**config.mk**
```make
export PLATFORM = sky130hd
export DESIGN_NAME = thread_ctrl_top
export DESIGN_NICKNAME = d
export VERILOG_FILES = /design/src/verilog/thread_ctrl_pkg.sv /design/src/verilog/inst_issue.sv /design/src/verilog/living_monitor.sv /design/src/verilog/subcore_slot.sv /design/src/verilog/thread_ctrl_top.sv
export SDC_FILE = /design/constraint.sdc
export NUM_CORES = 1
export LEC_CHECK = 0
export BUFFER_PORTS_ARGS = -buffer_cell sky130_fd_sc_hd__buf_4
export CAP_MARGIN = 20
export CORE_UTILIZATION = 25
export CTS_CLUSTER_SIZE = 24
export DETAILED_ROUTE_END_ITERATION = 10
export GPL_ROUTABILITY_DRIVEN = 0
export HOLD_SLACK_MARGIN = 0.05
export PLACE_DENSITY = 0.47
export SLEW_MARGIN = 15
export SYNTH_ARGS = -nofsm -noshare
export SYNTH_HDL_FRONTEND = slang
export SYNTH_SLANG_ARGS = --single-unit
```
**constraint.sdc**
```tcl
create_clock -name clk -period 5.44 [get_ports clk]
set_input_delay 1.088 -clock clk [delete_from_list [all_inputs] [get_ports clk]]
set_output_delay 1.088 -clock clk [all_outputs]
set_load 0.01 [all_outputs]
```
**src/verilog/thread_ctrl_pkg.sv**
```systemverilog
package thread_ctrl_pkg;

    // ====================
    // sizes
    // ====================

    // 2 to 16 slots are supported
    localparam int subcore_num = 4;
    localparam int core_id_w   = 4;
    localparam int pc_w        = 32;
    localparam int inst_w      = 64;
    localparam int opcode_w    = 6;
    localparam int reg_id_w    = 5;

    typedef logic [opcode_w-1:0] opcode_t;

    // ====================
    // opcodes
    // ====================

    localparam opcode_t op_fork  = 6'h30;
    localparam opcode_t op_join  = 6'h31;
    // byte in, lanes 0..3
    localparam opcode_t op_inll  = 6'h38;
    localparam opcode_t op_inlh  = 6'h39;
    localparam opcode_t op_inul  = 6'h3a;
    localparam opcode_t op_inuh  = 6'h3b;
    localparam opcode_t op_outll = 6'h3c;

    // opcode always in the top bits, the rest depends on the kind
    typedef union packed {
        struct packed {
            opcode_t                                   opcode;
            logic [core_id_w-1:0]                      core_id;
            logic [pc_w-1:0]                           pc;
            logic [inst_w-opcode_w-core_id_w-pc_w-1:0] pad;
        } thread;
        struct packed {
            opcode_t                                   opcode;
            logic [reg_id_w-1:0]                       rt;
            logic [7:0]                                data;
            logic [inst_w-opcode_w-reg_id_w-8-1:0]     pad;
        } io;
    } inst_word_u;

endpackage

```
**src/verilog/inst_issue.sv**
```systemverilog
`timescale 1ns/1ps

module inst_issue (
    input  logic                                    clk,
    input  logic                                    rstn,
    input  logic                                    inst_valid,
    output logic                                    inst_ready,
    input  thread_ctrl_pkg::inst_word_u             inst,
    input  logic                                    in_valid,
    output logic                                    in_ready,
    input  logic [7:0]                              in_data,
    output logic                                    out_valid,
    input  logic                                    out_ready,
    output logic [7:0]                              out_data,
    output logic                                    rd_valid,
    output logic [thread_ctrl_pkg::reg_id_w-1:0]    rd_rt,
    output logic [31:0]                             rd_data,
    output logic [thread_ctrl_pkg::subcore_num-1:0] fork_start,
    output logic [thread_ctrl_pkg::pc_w-1:0]        fork_pc,
    output logic                                    join_pending,
    output logic [thread_ctrl_pkg::core_id_w-1:0]   join_target,
    input  logic                                    join_done
);
    import thread_ctrl_pkg::*;

    // fsm state, run when no flag is set
    logic       joining;
    logic       reading;
    logic       writing;

    logic       take;
    opcode_t    opcode;
    logic       is_fork;
    logic       is_join;
    logic       is_in;
    logic       is_out;
    logic [1:0] lane_sel;
    logic [1:0] in_lane;

    assign inst_ready   = ~(joining | reading | writing);
    assign take         = inst_valid & inst_ready;
    assign join_pending = joining;
    assign in_ready     = reading;
    assign out_valid    = writing;

    // ====================
    // decode
    // ====================

    assign opcode  = inst.thread.opcode;
    assign is_fork = (opcode == op_fork);
    assign is_join = (opcode == op_join);
    assign is_out  = (opcode == op_outll);

    always_comb begin
        is_in    = 1'b1;
        lane_sel = 2'd0;
        case (opcode)
            op_inll: lane_sel = 2'd0;
            op_inlh: lane_sel = 2'd1;
            op_inul: lane_sel = 2'd2;
            op_inuh: lane_sel = 2'd3;
            default: is_in = 1'b0;
        endcase
    end

    // ====================
    // sequencing
    // ====================

    always_ff @(posedge clk) begin
        if (!rstn) begin
            joining    <= 1'b0;
            reading    <= 1'b0;
            writing    <= 1'b0;
            fork_start <= '0;
            rd_valid   <= 1'b0;
        end else begin
            // one cycle fork pulse to the addressed slot
            for (int i = 0; i < subcore_num; i++) begin
                fork_start[i] <= take && is_fork && (inst.thread.core_id == core_id_w'(i));
            end
            rd_valid <= reading && in_valid;

            if (take && is_join) begin
                joining <= 1'b1;
            end else if (joining && join_done) begin
                joining <= 1'b0;
            end

            if (take && is_in) begin
                reading <= 1'b1;
            end else if (reading && in_valid) begin
                reading <= 1'b0;
            end

            if (take && is_out) begin
                writing <= 1'b1;
            end else if (writing && out_ready) begin
                writing <= 1'b0;
            end
        end
    end

    // operands, loaded per instruction kind
    always_ff @(posedge clk) begin
        if (take && is_fork) begin
            fork_pc <= inst.thread.pc;
        end
        if (take && is_join) begin
            join_target <= inst.thread.core_id;
        end
        if (take && is_in) begin
            rd_rt   <= inst.io.rt;
            in_lane <= lane_sel;
        end
        if (take && is_out) begin
            out_data <= inst.io.data;
        end
        // byte into its lane, zeros elsewhere
        if (reading && in_valid) begin
            rd_data <= 32'(in_data) << {in_lane, 3'b000};
        end
    end

endmodule

```
**src/verilog/living_monitor.sv**
```systemverilog
`timescale 1ns/1ps

module living_monitor (
    input  logic [thread_ctrl_pkg::subcore_num-1:0] slot_live,
    input  logic [thread_ctrl_pkg::subcore_num-1:0] slot_done,
    input  logic                                    join_pending,
    input  logic [thread_ctrl_pkg::core_id_w-1:0]   join_target,
    output logic [thread_ctrl_pkg::core_id_w:0]     living_count,
    output logic                                    join_done,
    output logic [thread_ctrl_pkg::subcore_num-1:0] join_release
);
    import thread_ctrl_pkg::*;

    // population count of live slots
    always_comb begin
        living_count = '0;
        for (int i = 0; i < subcore_num; i++) begin
            living_count = living_count + (core_id_w + 1)'(slot_live[i]);
        end
    end

    // done flag of the join target
    always_comb begin
        join_done = 1'b0;
        for (int i = 0; i < subcore_num; i++) begin
            if (join_target == core_id_w'(i)) begin
                join_done = slot_done[i];
            end
        end
    end

    always_comb begin
        for (int i = 0; i < subcore_num; i++) begin
            join_release[i] = join_pending && join_done && (join_target == core_id_w'(i));
        end
    end

endmodule

```
**src/verilog/subcore_slot.sv**
```systemverilog
`timescale 1ns/1ps

module subcore_slot (
    input  logic                             clk,
    input  logic                             rstn,
    input  logic                             fork_start,
    input  logic [thread_ctrl_pkg::pc_w-1:0] fork_pc,
    input  logic                             subcore_ended,
    input  logic                             join_release,
    output logic                             exec_requested,
    output logic [thread_ctrl_pkg::pc_w-1:0] requested_pc,
    output logic                             slot_live,
    output logic                             slot_done
);

    // ====================
    // life cycle
    // ====================

    // idle: !live, running: live & !done, ended: live & done
    always_ff @(posedge clk) begin
        if (!rstn) begin
            exec_requested <= 1'b0;
            slot_live      <= 1'b0;
            slot_done      <= 1'b0;
        end else begin
            exec_requested <= fork_start;
            if (fork_start) begin
                // a fork to a live slot restarts it
                slot_live <= 1'b1;
                slot_done <= 1'b0;
            end else if (join_release) begin
                slot_live <= 1'b0;
                slot_done <= 1'b0;
            end else if (subcore_ended && slot_live) begin
                slot_done <= 1'b1;
            end
        end
    end

    // start pc for the subcore
    always_ff @(posedge clk) begin
        if (fork_start) begin
            requested_pc <= fork_pc;
        end
    end

endmodule

```
**src/verilog/thread_ctrl_top.sv**
```systemverilog
`timescale 1ns/1ps

module thread_ctrl_top (
    input  logic                                    clk,
    input  logic                                    rstn,
    input  logic                                    inst_valid,
    output logic                                    inst_ready,
    input  thread_ctrl_pkg::inst_word_u             inst,
    input  logic                                    in_valid,
    output logic                                    in_ready,
    input  logic [7:0]                              in_data,
    output logic                                    out_valid,
    input  logic                                    out_ready,
    output logic [7:0]                              out_data,
    output logic                                    rd_valid,
    output logic [thread_ctrl_pkg::reg_id_w-1:0]    rd_rt,
    output logic [31:0]                             rd_data,
    output logic [thread_ctrl_pkg::subcore_num-1:0] exec_requested,
    output logic [thread_ctrl_pkg::subcore_num-1:0][thread_ctrl_pkg::pc_w-1:0] requested_pc,
    input  logic [thread_ctrl_pkg::subcore_num-1:0] subcore_ended,
    output logic [thread_ctrl_pkg::core_id_w:0]     living_count
);
    import thread_ctrl_pkg::*;

    logic [subcore_num-1:0] fork_start;
    logic [pc_w-1:0]        fork_pc;
    logic [subcore_num-1:0] slot_live;
    logic [subcore_num-1:0] slot_done;
    logic                   join_pending;
    logic [core_id_w-1:0]   join_target;
    logic                   join_done;
    logic [subcore_num-1:0] join_release;

    // ====================
    // issue
    // ====================

    inst_issue inst_issue_i (
        .clk          (clk),
        .rstn         (rstn),
        .inst_valid   (inst_valid),
        .inst_ready   (inst_ready),
        .inst         (inst),
        .in_valid     (in_valid),
        .in_ready     (in_ready),
        .in_data      (in_data),
        .out_valid    (out_valid),
        .out_ready    (out_ready),
        .out_data     (out_data),
        .rd_valid     (rd_valid),
        .rd_rt        (rd_rt),
        .rd_data      (rd_data),
        .fork_start   (fork_start),
        .fork_pc      (fork_pc),
        .join_pending (join_pending),
        .join_target  (join_target),
        .join_done    (join_done)
    );

    // ====================
    // slots
    // ====================

    for (genvar i = 0; i < subcore_num; i++) begin : g_slot
        subcore_slot subcore_slot_i (
            .clk            (clk),
            .rstn           (rstn),
            .fork_start     (fork_start[i]),
            .fork_pc        (fork_pc),
            .subcore_ended  (subcore_ended[i]),
            .join_release   (join_release[i]),
            .exec_requested (exec_requested[i]),
            .requested_pc   (requested_pc[i]),
            .slot_live      (slot_live[i]),
            .slot_done      (slot_done[i])
        );
    end

    living_monitor living_monitor_i (
        .slot_live    (slot_live),
        .slot_done    (slot_done),
        .join_pending (join_pending),
        .join_target  (join_target),
        .living_count (living_count),
        .join_done    (join_done),
        .join_release (join_release)
    );

endmodule
```
==> results.cfg, run 1 <==
[outcome]
outcome = finished clean

[clock_network]
cts_tree = done
htreeDepth = 1
ctsResizeCount = 0
cts_buffers = 27
post_cts_buffers = 0
clk_latency_ns = 0.52
postCtsHoldBufs = 0
cts_sinks = 231
clockRootBuffer = clkbuf_16
clk_path_buf_depth = 3
clkTransAtPathRegs_ns = 0.05

[global_routing]
grt_usage_pct = 11.87
antenna_found_initial = 0
grt_max_degree = 37
grt_pass1_wl_um = 27040
grt_pass1_vias = 4306
grt-ovfl-total = 0

[synth]
ys_ff_latch = 231
synthCells = 347
synth_xor_area_share_pct = 0
synthMuxAreaShare_pct = 0.2676
synth_compound_area_share_pct = 1.422
synthAdderAreaFrac_pct = 0.6022
synth_top_family_by_area = simple AND/OR/NAND/NOR gates
synth_area_mm2 = 0.007480
synth_warnings = 0
synth_cell_types = 34
ys_seq_area_share_pct = 90.06
synth_area_per_cell_um2 = 21.56
yosys.area_share.simple_pct = 6.591
synthFlopType = edfxtp_1
synth-edff-count = 211
async_reset_ff_share_pct = 0

[sta]
clock_skew_ns = 0.008341
finalSetupViolCount = 0
fmax_mhz = 326.1
fin_setup_tns_ns = 0
min_period_ns = 3.066
hold_viol_final = 0
slew_headroom_pct = 48.15
slew_viol_final = 0
finalCritPeriodShare_pct = 56.36
rsz0062_at_grt = no
worstMarginPinSlew_ns = 0.7673

[job]
maxCapViolCount = 0

[final_layout]
final_common_cell = buf_4
synthToLayoutAreaGrowth_pct = 43.01
n_antenna_cell = 0
stdcell_area_mm2 = 0.01070
fillerInstances = 2742
final_cell_mix = buf_4 (248), edfxtp_1 (211), and2_1 (30), clkbuf_16 (27), dfxtp_1 (16)
fin_nets = 701
final_layout_size_suffix_gt1_share_pct = 46.93
fin_cells = 1019

[worst_setup_path]
required_ns = 4.35
critPathArrivalTime_ns = 1.98
crit_top_cell = ha_1
slowest_stage = fa_1
cpPeakStageDelay_ns = 0.39
critPathBufInv = 1
crit_chain = ha_1, fa_1, ha_1, buf_4
end_kind = output port
setup.worst_path.start_class = flop
critical_path_class = reg -> out
reg2regPathDepth = 4
crit_family = adder cells
worstSetupPathDepth = 4
cp_max_fo = 3

[floorplanning]
core_mm2 = 0.02909
io-pin-count = 267
die_h_um = 175.0
row_count = 62
dieArea_mm2 = 0.03061
start_util_pct = 25.71
die_w_um = 175.0

[route]
drt_iter0_drc = 208
num_vias = 4153
routed_wl_um = 18830
ant_nets = 0
firstDrtPassIters = 4
wl_per_cell_um = 18.48
drc = 0
via_per_inst = 4.076

[place]
port_buffers = 242
dp_cells = 971
hpwl_um = 12810
placedInstanceArea_mm2 = 0.009786

[worst_hold_path]
hold_depth = 0
min-delay-path-class = reg -> reg

[power]
p_leak_nw = 4.003
p_per_area_mw_per_mm2 = 352.1
peakVddDrop_v = 0.0001874
[Yosys cell counts (2+ instances only)]
cell type | instances | area share [%]
inv_1 | 5 | 0.25
a21oi_1 | 6 | 0.40
nor2_1 | 8 | 0.40
nor3b_1 | 2 | 0.20
nand4_1 | 3 | 0.25
o41ai_1 | 2 | 0.23
nor2b_1 | 3 | 0.25
nor4_1 | 5 | 0.42
nand2_1 | 2 | 0.10
buf_4 | 6 | 0.60
ha_1 | 2 | 0.33
and3_1 | 13 | 1.1
and2_1 | 30 | 2.5
nor3_1 | 6 | 0.40
mux2i_1 | 2 | 0.27
o21ai_0 | 3 | 0.20
edfxtp_1 | 211 | 85
clkbuf_1 | 3 | 0.15
dfxtp_1 | 20 | 5.4
[cell families after synthesis]
kind of cell,after synthesis
AOI/OAI and AO/OA,16
adders and majority gates,3
buffers and inverters,14
DFF,231
muxes,2
other,1
and+or+nand+nor,80
[metal layers]
layer | global-route usage (%) | wire length, um
met5 | 0 | 0
met2 | 21.13 | 9713
met4 | 4.022 | 501
met3 | 2.306 | 1146
met1 | 14.29 | 7468
[final cells by class]
| class | count | area, um^2 | area share (%) |
|---|---|---|---|
| inverters | 5 | 18.77 | 0.1755 |
| flip-flops and latches | 231 | 6741 | 63.03 |
| multi-input cells | 103 | 683.2 | 6.387 |
| clock inverters | 14 | 172.7 | 1.614 |
| clock buffers | 33 | 718.2 | 6.714 |
| repair buffers | 249 | 1882 | 17.59 |
| well taps | 384 | 480.5 | 4.492 |
[power by group]
| part | switching [mW] | internal [mW] |
|---|---|---|
| Combinational | 0.0255 | 0.0341 |
| Sequential | 0.00201 | 1.92 |
| Clock | 0.664 | 1.12 |
| Total | 0.691 | 3.07 |
[registers in the layout, indices dropped and copies added, names as in the netlist]
name and cells:
inst_issue_i.fork_start 4, inst_issue_i.join_target 4, inst_issue_i.rd_rt 5, inst_issue_i.out_data 8, inst_issue_i.join_pending 1, inst_issue_i.rd_valid 1
g_slot.subcore_slot_i.slot_done 4, inst_issue_i.in_lane 2, g_slot.subcore_slot_i.slot_live 4, inst_issue_i.in_ready 1, inst_issue_i.rd_data 32, inst_issue_i.out_valid 1
g_slot.subcore_slot_i.exec_requested 4, inst_issue_i.fork_pc 32, g_slot.subcore_slot_i.requested_pc 128
[path summary, 6_finish.rpt]
| path | to | slack [ns] | from |
|---|---|---|---|
| worst max register to register | inst_issue_i.fork_pc[22] | 2.95 | inst_issue_i.in_ready |
| worst min register to register | g_slot[2].subcore_slot_i.requested_pc[9] | 0.49 | inst_issue_i.fork_pc[9] |
| worst max-delay path | living_count[1] | 2.37 | g_slot[0].subcore_slot_i.slot_live |
| worst min-delay path | g_slot[2].subcore_slot_i.requested_pc[9] | 0.49 | inst_issue_i.fork_pc[9] |
[stage by stage]
step	hold WS, ns	utilization, %	total power, mW	setup WS (ns)
after floorplan	0.4587	-	1.972	0.6937
after global placement	0.4608	33.64	2.018	2.218
after detailed placement	0.4771	33.64	2.020	2.204
after CTS	0.4908	36.70	3.819	2.349
after global routing	0.4995	36.77	3.878	2.298
final	0.4905	36.77	3.766	2.374
No activity file was read; power rests on OpenSTA's default activity.
==> run 2, diff against run 1 <==
ABC_AREA = 1   (was default)
clock period = 2.9 ns   (was 5.44 ns; I/O delays follow)
==> results.cfg, run 2 <==
[sta]
clock_skew_ns = 0.01080
slew_headroom_pct = 30.71
min_period_ns = 2.568
finalSetupViolCount = 0
slew_viol_final = 0
hold_viol_final = 0
finalCritPeriodShare_pct = 88.56
fin_ws_ns = 0.3318
fmax_mhz = 389.4
rsz0062_at_grt = no
fin_setup_tns_ns = 0
worstMarginPinSlew_ns = 1.039

[route]
via_per_inst = 3.949
wl_per_cell_um = 17.33
ant_nets = 0
drt_iter0_drc = 246
met1Wirelength_um = 7168
route.met2.wl_um = 9781
firstDrtPassIters = 4
route.met3.wl_um = 1129
highest_layer = met4
drc = 0
num_vias = 4214
routed_wl_um = 18500

[power]
p_leak_nw = 4.098
peakVddDrop_v = 0.0004998
p_per_area_mw_per_mm2 = 636.2

[worst_setup_path]
critical_path_class = reg -> out
cp_max_fo = 3
critPathArrivalTime_ns = 1.99
r2r_slack_ns = 1.19
required_ns = 2.32
r2r_start = inst_issue_i.in_lane[1]
end_kind = output port
worstReg2RegEnd = inst_issue_i.rd_data[31]
reg2regPathDepth = 2
setup.worst_path.start_class = flop

[final_layout]
n_antenna_cell = 0
largest_reg_flops = 128
final_layout_size_suffix_gt1_share_pct = 44.17
synthToLayoutAreaGrowth_pct = 41.39
top_regs = g_slot.subcore_slot_i.requested_pc x128, inst_issue_i.fork_pc x32, inst_issue_i.rd_data x32
final_cell_mix = buf_4 (249), edfxtp_1 (211), nor3_1 (40), inv_1 (32), clkbuf_16 (25)
fin_nets = 743
final_common_cell = buf_4
regMostFlops = g_slot.subcore_slot_i.requested_pc

[clock_network]
htreeDepth = 1
clk_path_buf_depth = 3
clockRootBuffer = clkbuf_16
post_cts_buffers = 0
ctsResizeCount = 0
clk_latency_ns = 0.53
cts_buffers = 25
postCtsHoldBufs = 0
cts_tree = done
cts_sinks = 231
clkTransAtPathRegs_ns = 0.06

[synth]
synth_area_mm2 = 0.007530
synth_warnings = 0
synthCells = 393
synth_area_per_cell_um2 = 19.16
synth-edff-count = 211
yosysMostFrequentCell = edfxtp_1
async_reset_ff_share_pct = 0
synthFlopType = edfxtp_1
ys_seq_area_share_pct = 89.46
synth.top_cells.by_count = edfxtp_1 (211), nor3_1 (40), inv_1 (32)
synth_cell_types = 23
yosys-top-cells-area = edfxtp_1 (84%), dfxtp_1 (5.3%), nor3_1 (2.7%), inv_1 (1.6%), nand2_1 (1.2%)
yosysTopAreaCellShare_pct = 84.15
synth_top_area_cell = edfxtp_1
ys_ff_latch = 231

[outcome]
outcome = finished clean

[floorplanning]
dieArea_mm2 = 0.03082
start_util_pct = 25.41
die_h_um = 175.5
die_w_um = 175.5
core_mm2 = 0.02964
row_count = 63
io-pin-count = 267

[job]
maxCapViolCount = 0

[worst_hold_path]
hold_depth = 1
min-delay-path-class = in -> reg
min_to = inst_issue_i.fork_pc[9]
min_from = inst[31]

[global_routing]
grt_pass1_wl_um = 26940
grt_pass1_vias = 4401
grt_max_degree = 35
grt-ovfl-total = 0
grt_usage_pct = 11.70
antenna_found_initial = 0

[place]
port_buffers = 242
preCtsSetupSlack_ns = 0.8761
hpwl_um = 12750
[run 2: cell count changes after synthesis, sizes merged, moves of 5 or more]
| cell | delta |
|---|---|
| and3 | -13 |
| inv | +28 |
| nor3 | +36 |
| nand3 | +17 |
| and2 | -30 |
| nor4 | -5 |
| buf | +5 |
| nor2 | +11 |
| nand2 | +23 |
[run 2: layout make-up]
cell class / instances / area, um^2
Fill cell: 2888 / 18990
Sequential cell: 231 / 6741
Timing Repair Buffer: 251 / 1909
Clock buffer: 26 / 629.4
Multi-Input combinational cell: 117 / 595.6
Tap cell: 390 / 488.0
Clock inverter: 19 / 158.9
Inverter: 33 / 123.9
[run 2: per-stage QoR]
step | std cells | utilization [%] | hold WS [ns] | power [mW] | area (um^2)
global placement | 1021 | 33.19 | 0.4617 | 3.801 | 9838
detailed placement | 1021 | 33.19 | 0.4778 | 3.804 | 9838
CTS | 1066 | 35.85 | 0.1978 | 6.870 | 10630
floorplan | 394 | - | 0.4522 | 3.717 | 7533
global route | 1067 | 35.92 | 0.2017 | 7.000 | 10650
finish | 1067 | 35.92 | 0.2262 | 6.774 | 10650
[run 2: power breakdown]
group	switching [mW]	internal, mW
Combinational	0.0562	0.0656
Sequential	0.00507	3.60
Clock	1.28	1.76
Total	1.34	5.43
[run 2: worst max-delay path by stage]
stage / from / endpoint / slack (ns) / cells after the start
floorplan: inst[59] / inst_issue_i.fork_pc[0] / 0.78 / 3
global placement: g_slot[0].subcore_slot_i.slot_live / living_count[1] / 0.88 / 4
detailed placement: g_slot[0].subcore_slot_i.slot_live / living_count[1] / 0.88 / 4
CTS: g_slot[0].subcore_slot_i.slot_live / living_count[1] / 0.29 / 4
global route: g_slot[0].subcore_slot_i.slot_live / living_count[1] / 0.25 / 4
finish: g_slot[0].subcore_slot_i.slot_live / living_count[1] / 0.33 / 4
[run 2: critical path: stages, from the launching register on]
cell	delay [ns]
dfxtp_1	0.33
ha_1	0.31
fa_1	0.39
ha_1	0.28
buf_4	0.15
[run 2: cells by family after synthesis]
| logic type | Yosys count | share of synthesized area, % |
|---|---|---|
| AO/OA/AOI/OAI | 7 | 0.4986 |
| adder cells (fa/ha/maj) | 3 | 0.5982 |
| buffers and inverters | 46 | 2.675 |
| flip-flops | 231 | 89.46 |
| other | 1 | 0.04980 |
| AND/OR/NAND/NOR | 105 | 6.713 |
[run 2: routing by layer]
layer | vias to the layer above | GRT usage, %
li1 | 1978 | -
met1 | 2063 | 13.52
met2 | 139 | 21.41
met3 | 34 | 2.468
met4 | 0 | 3.877
met5 | - | 0
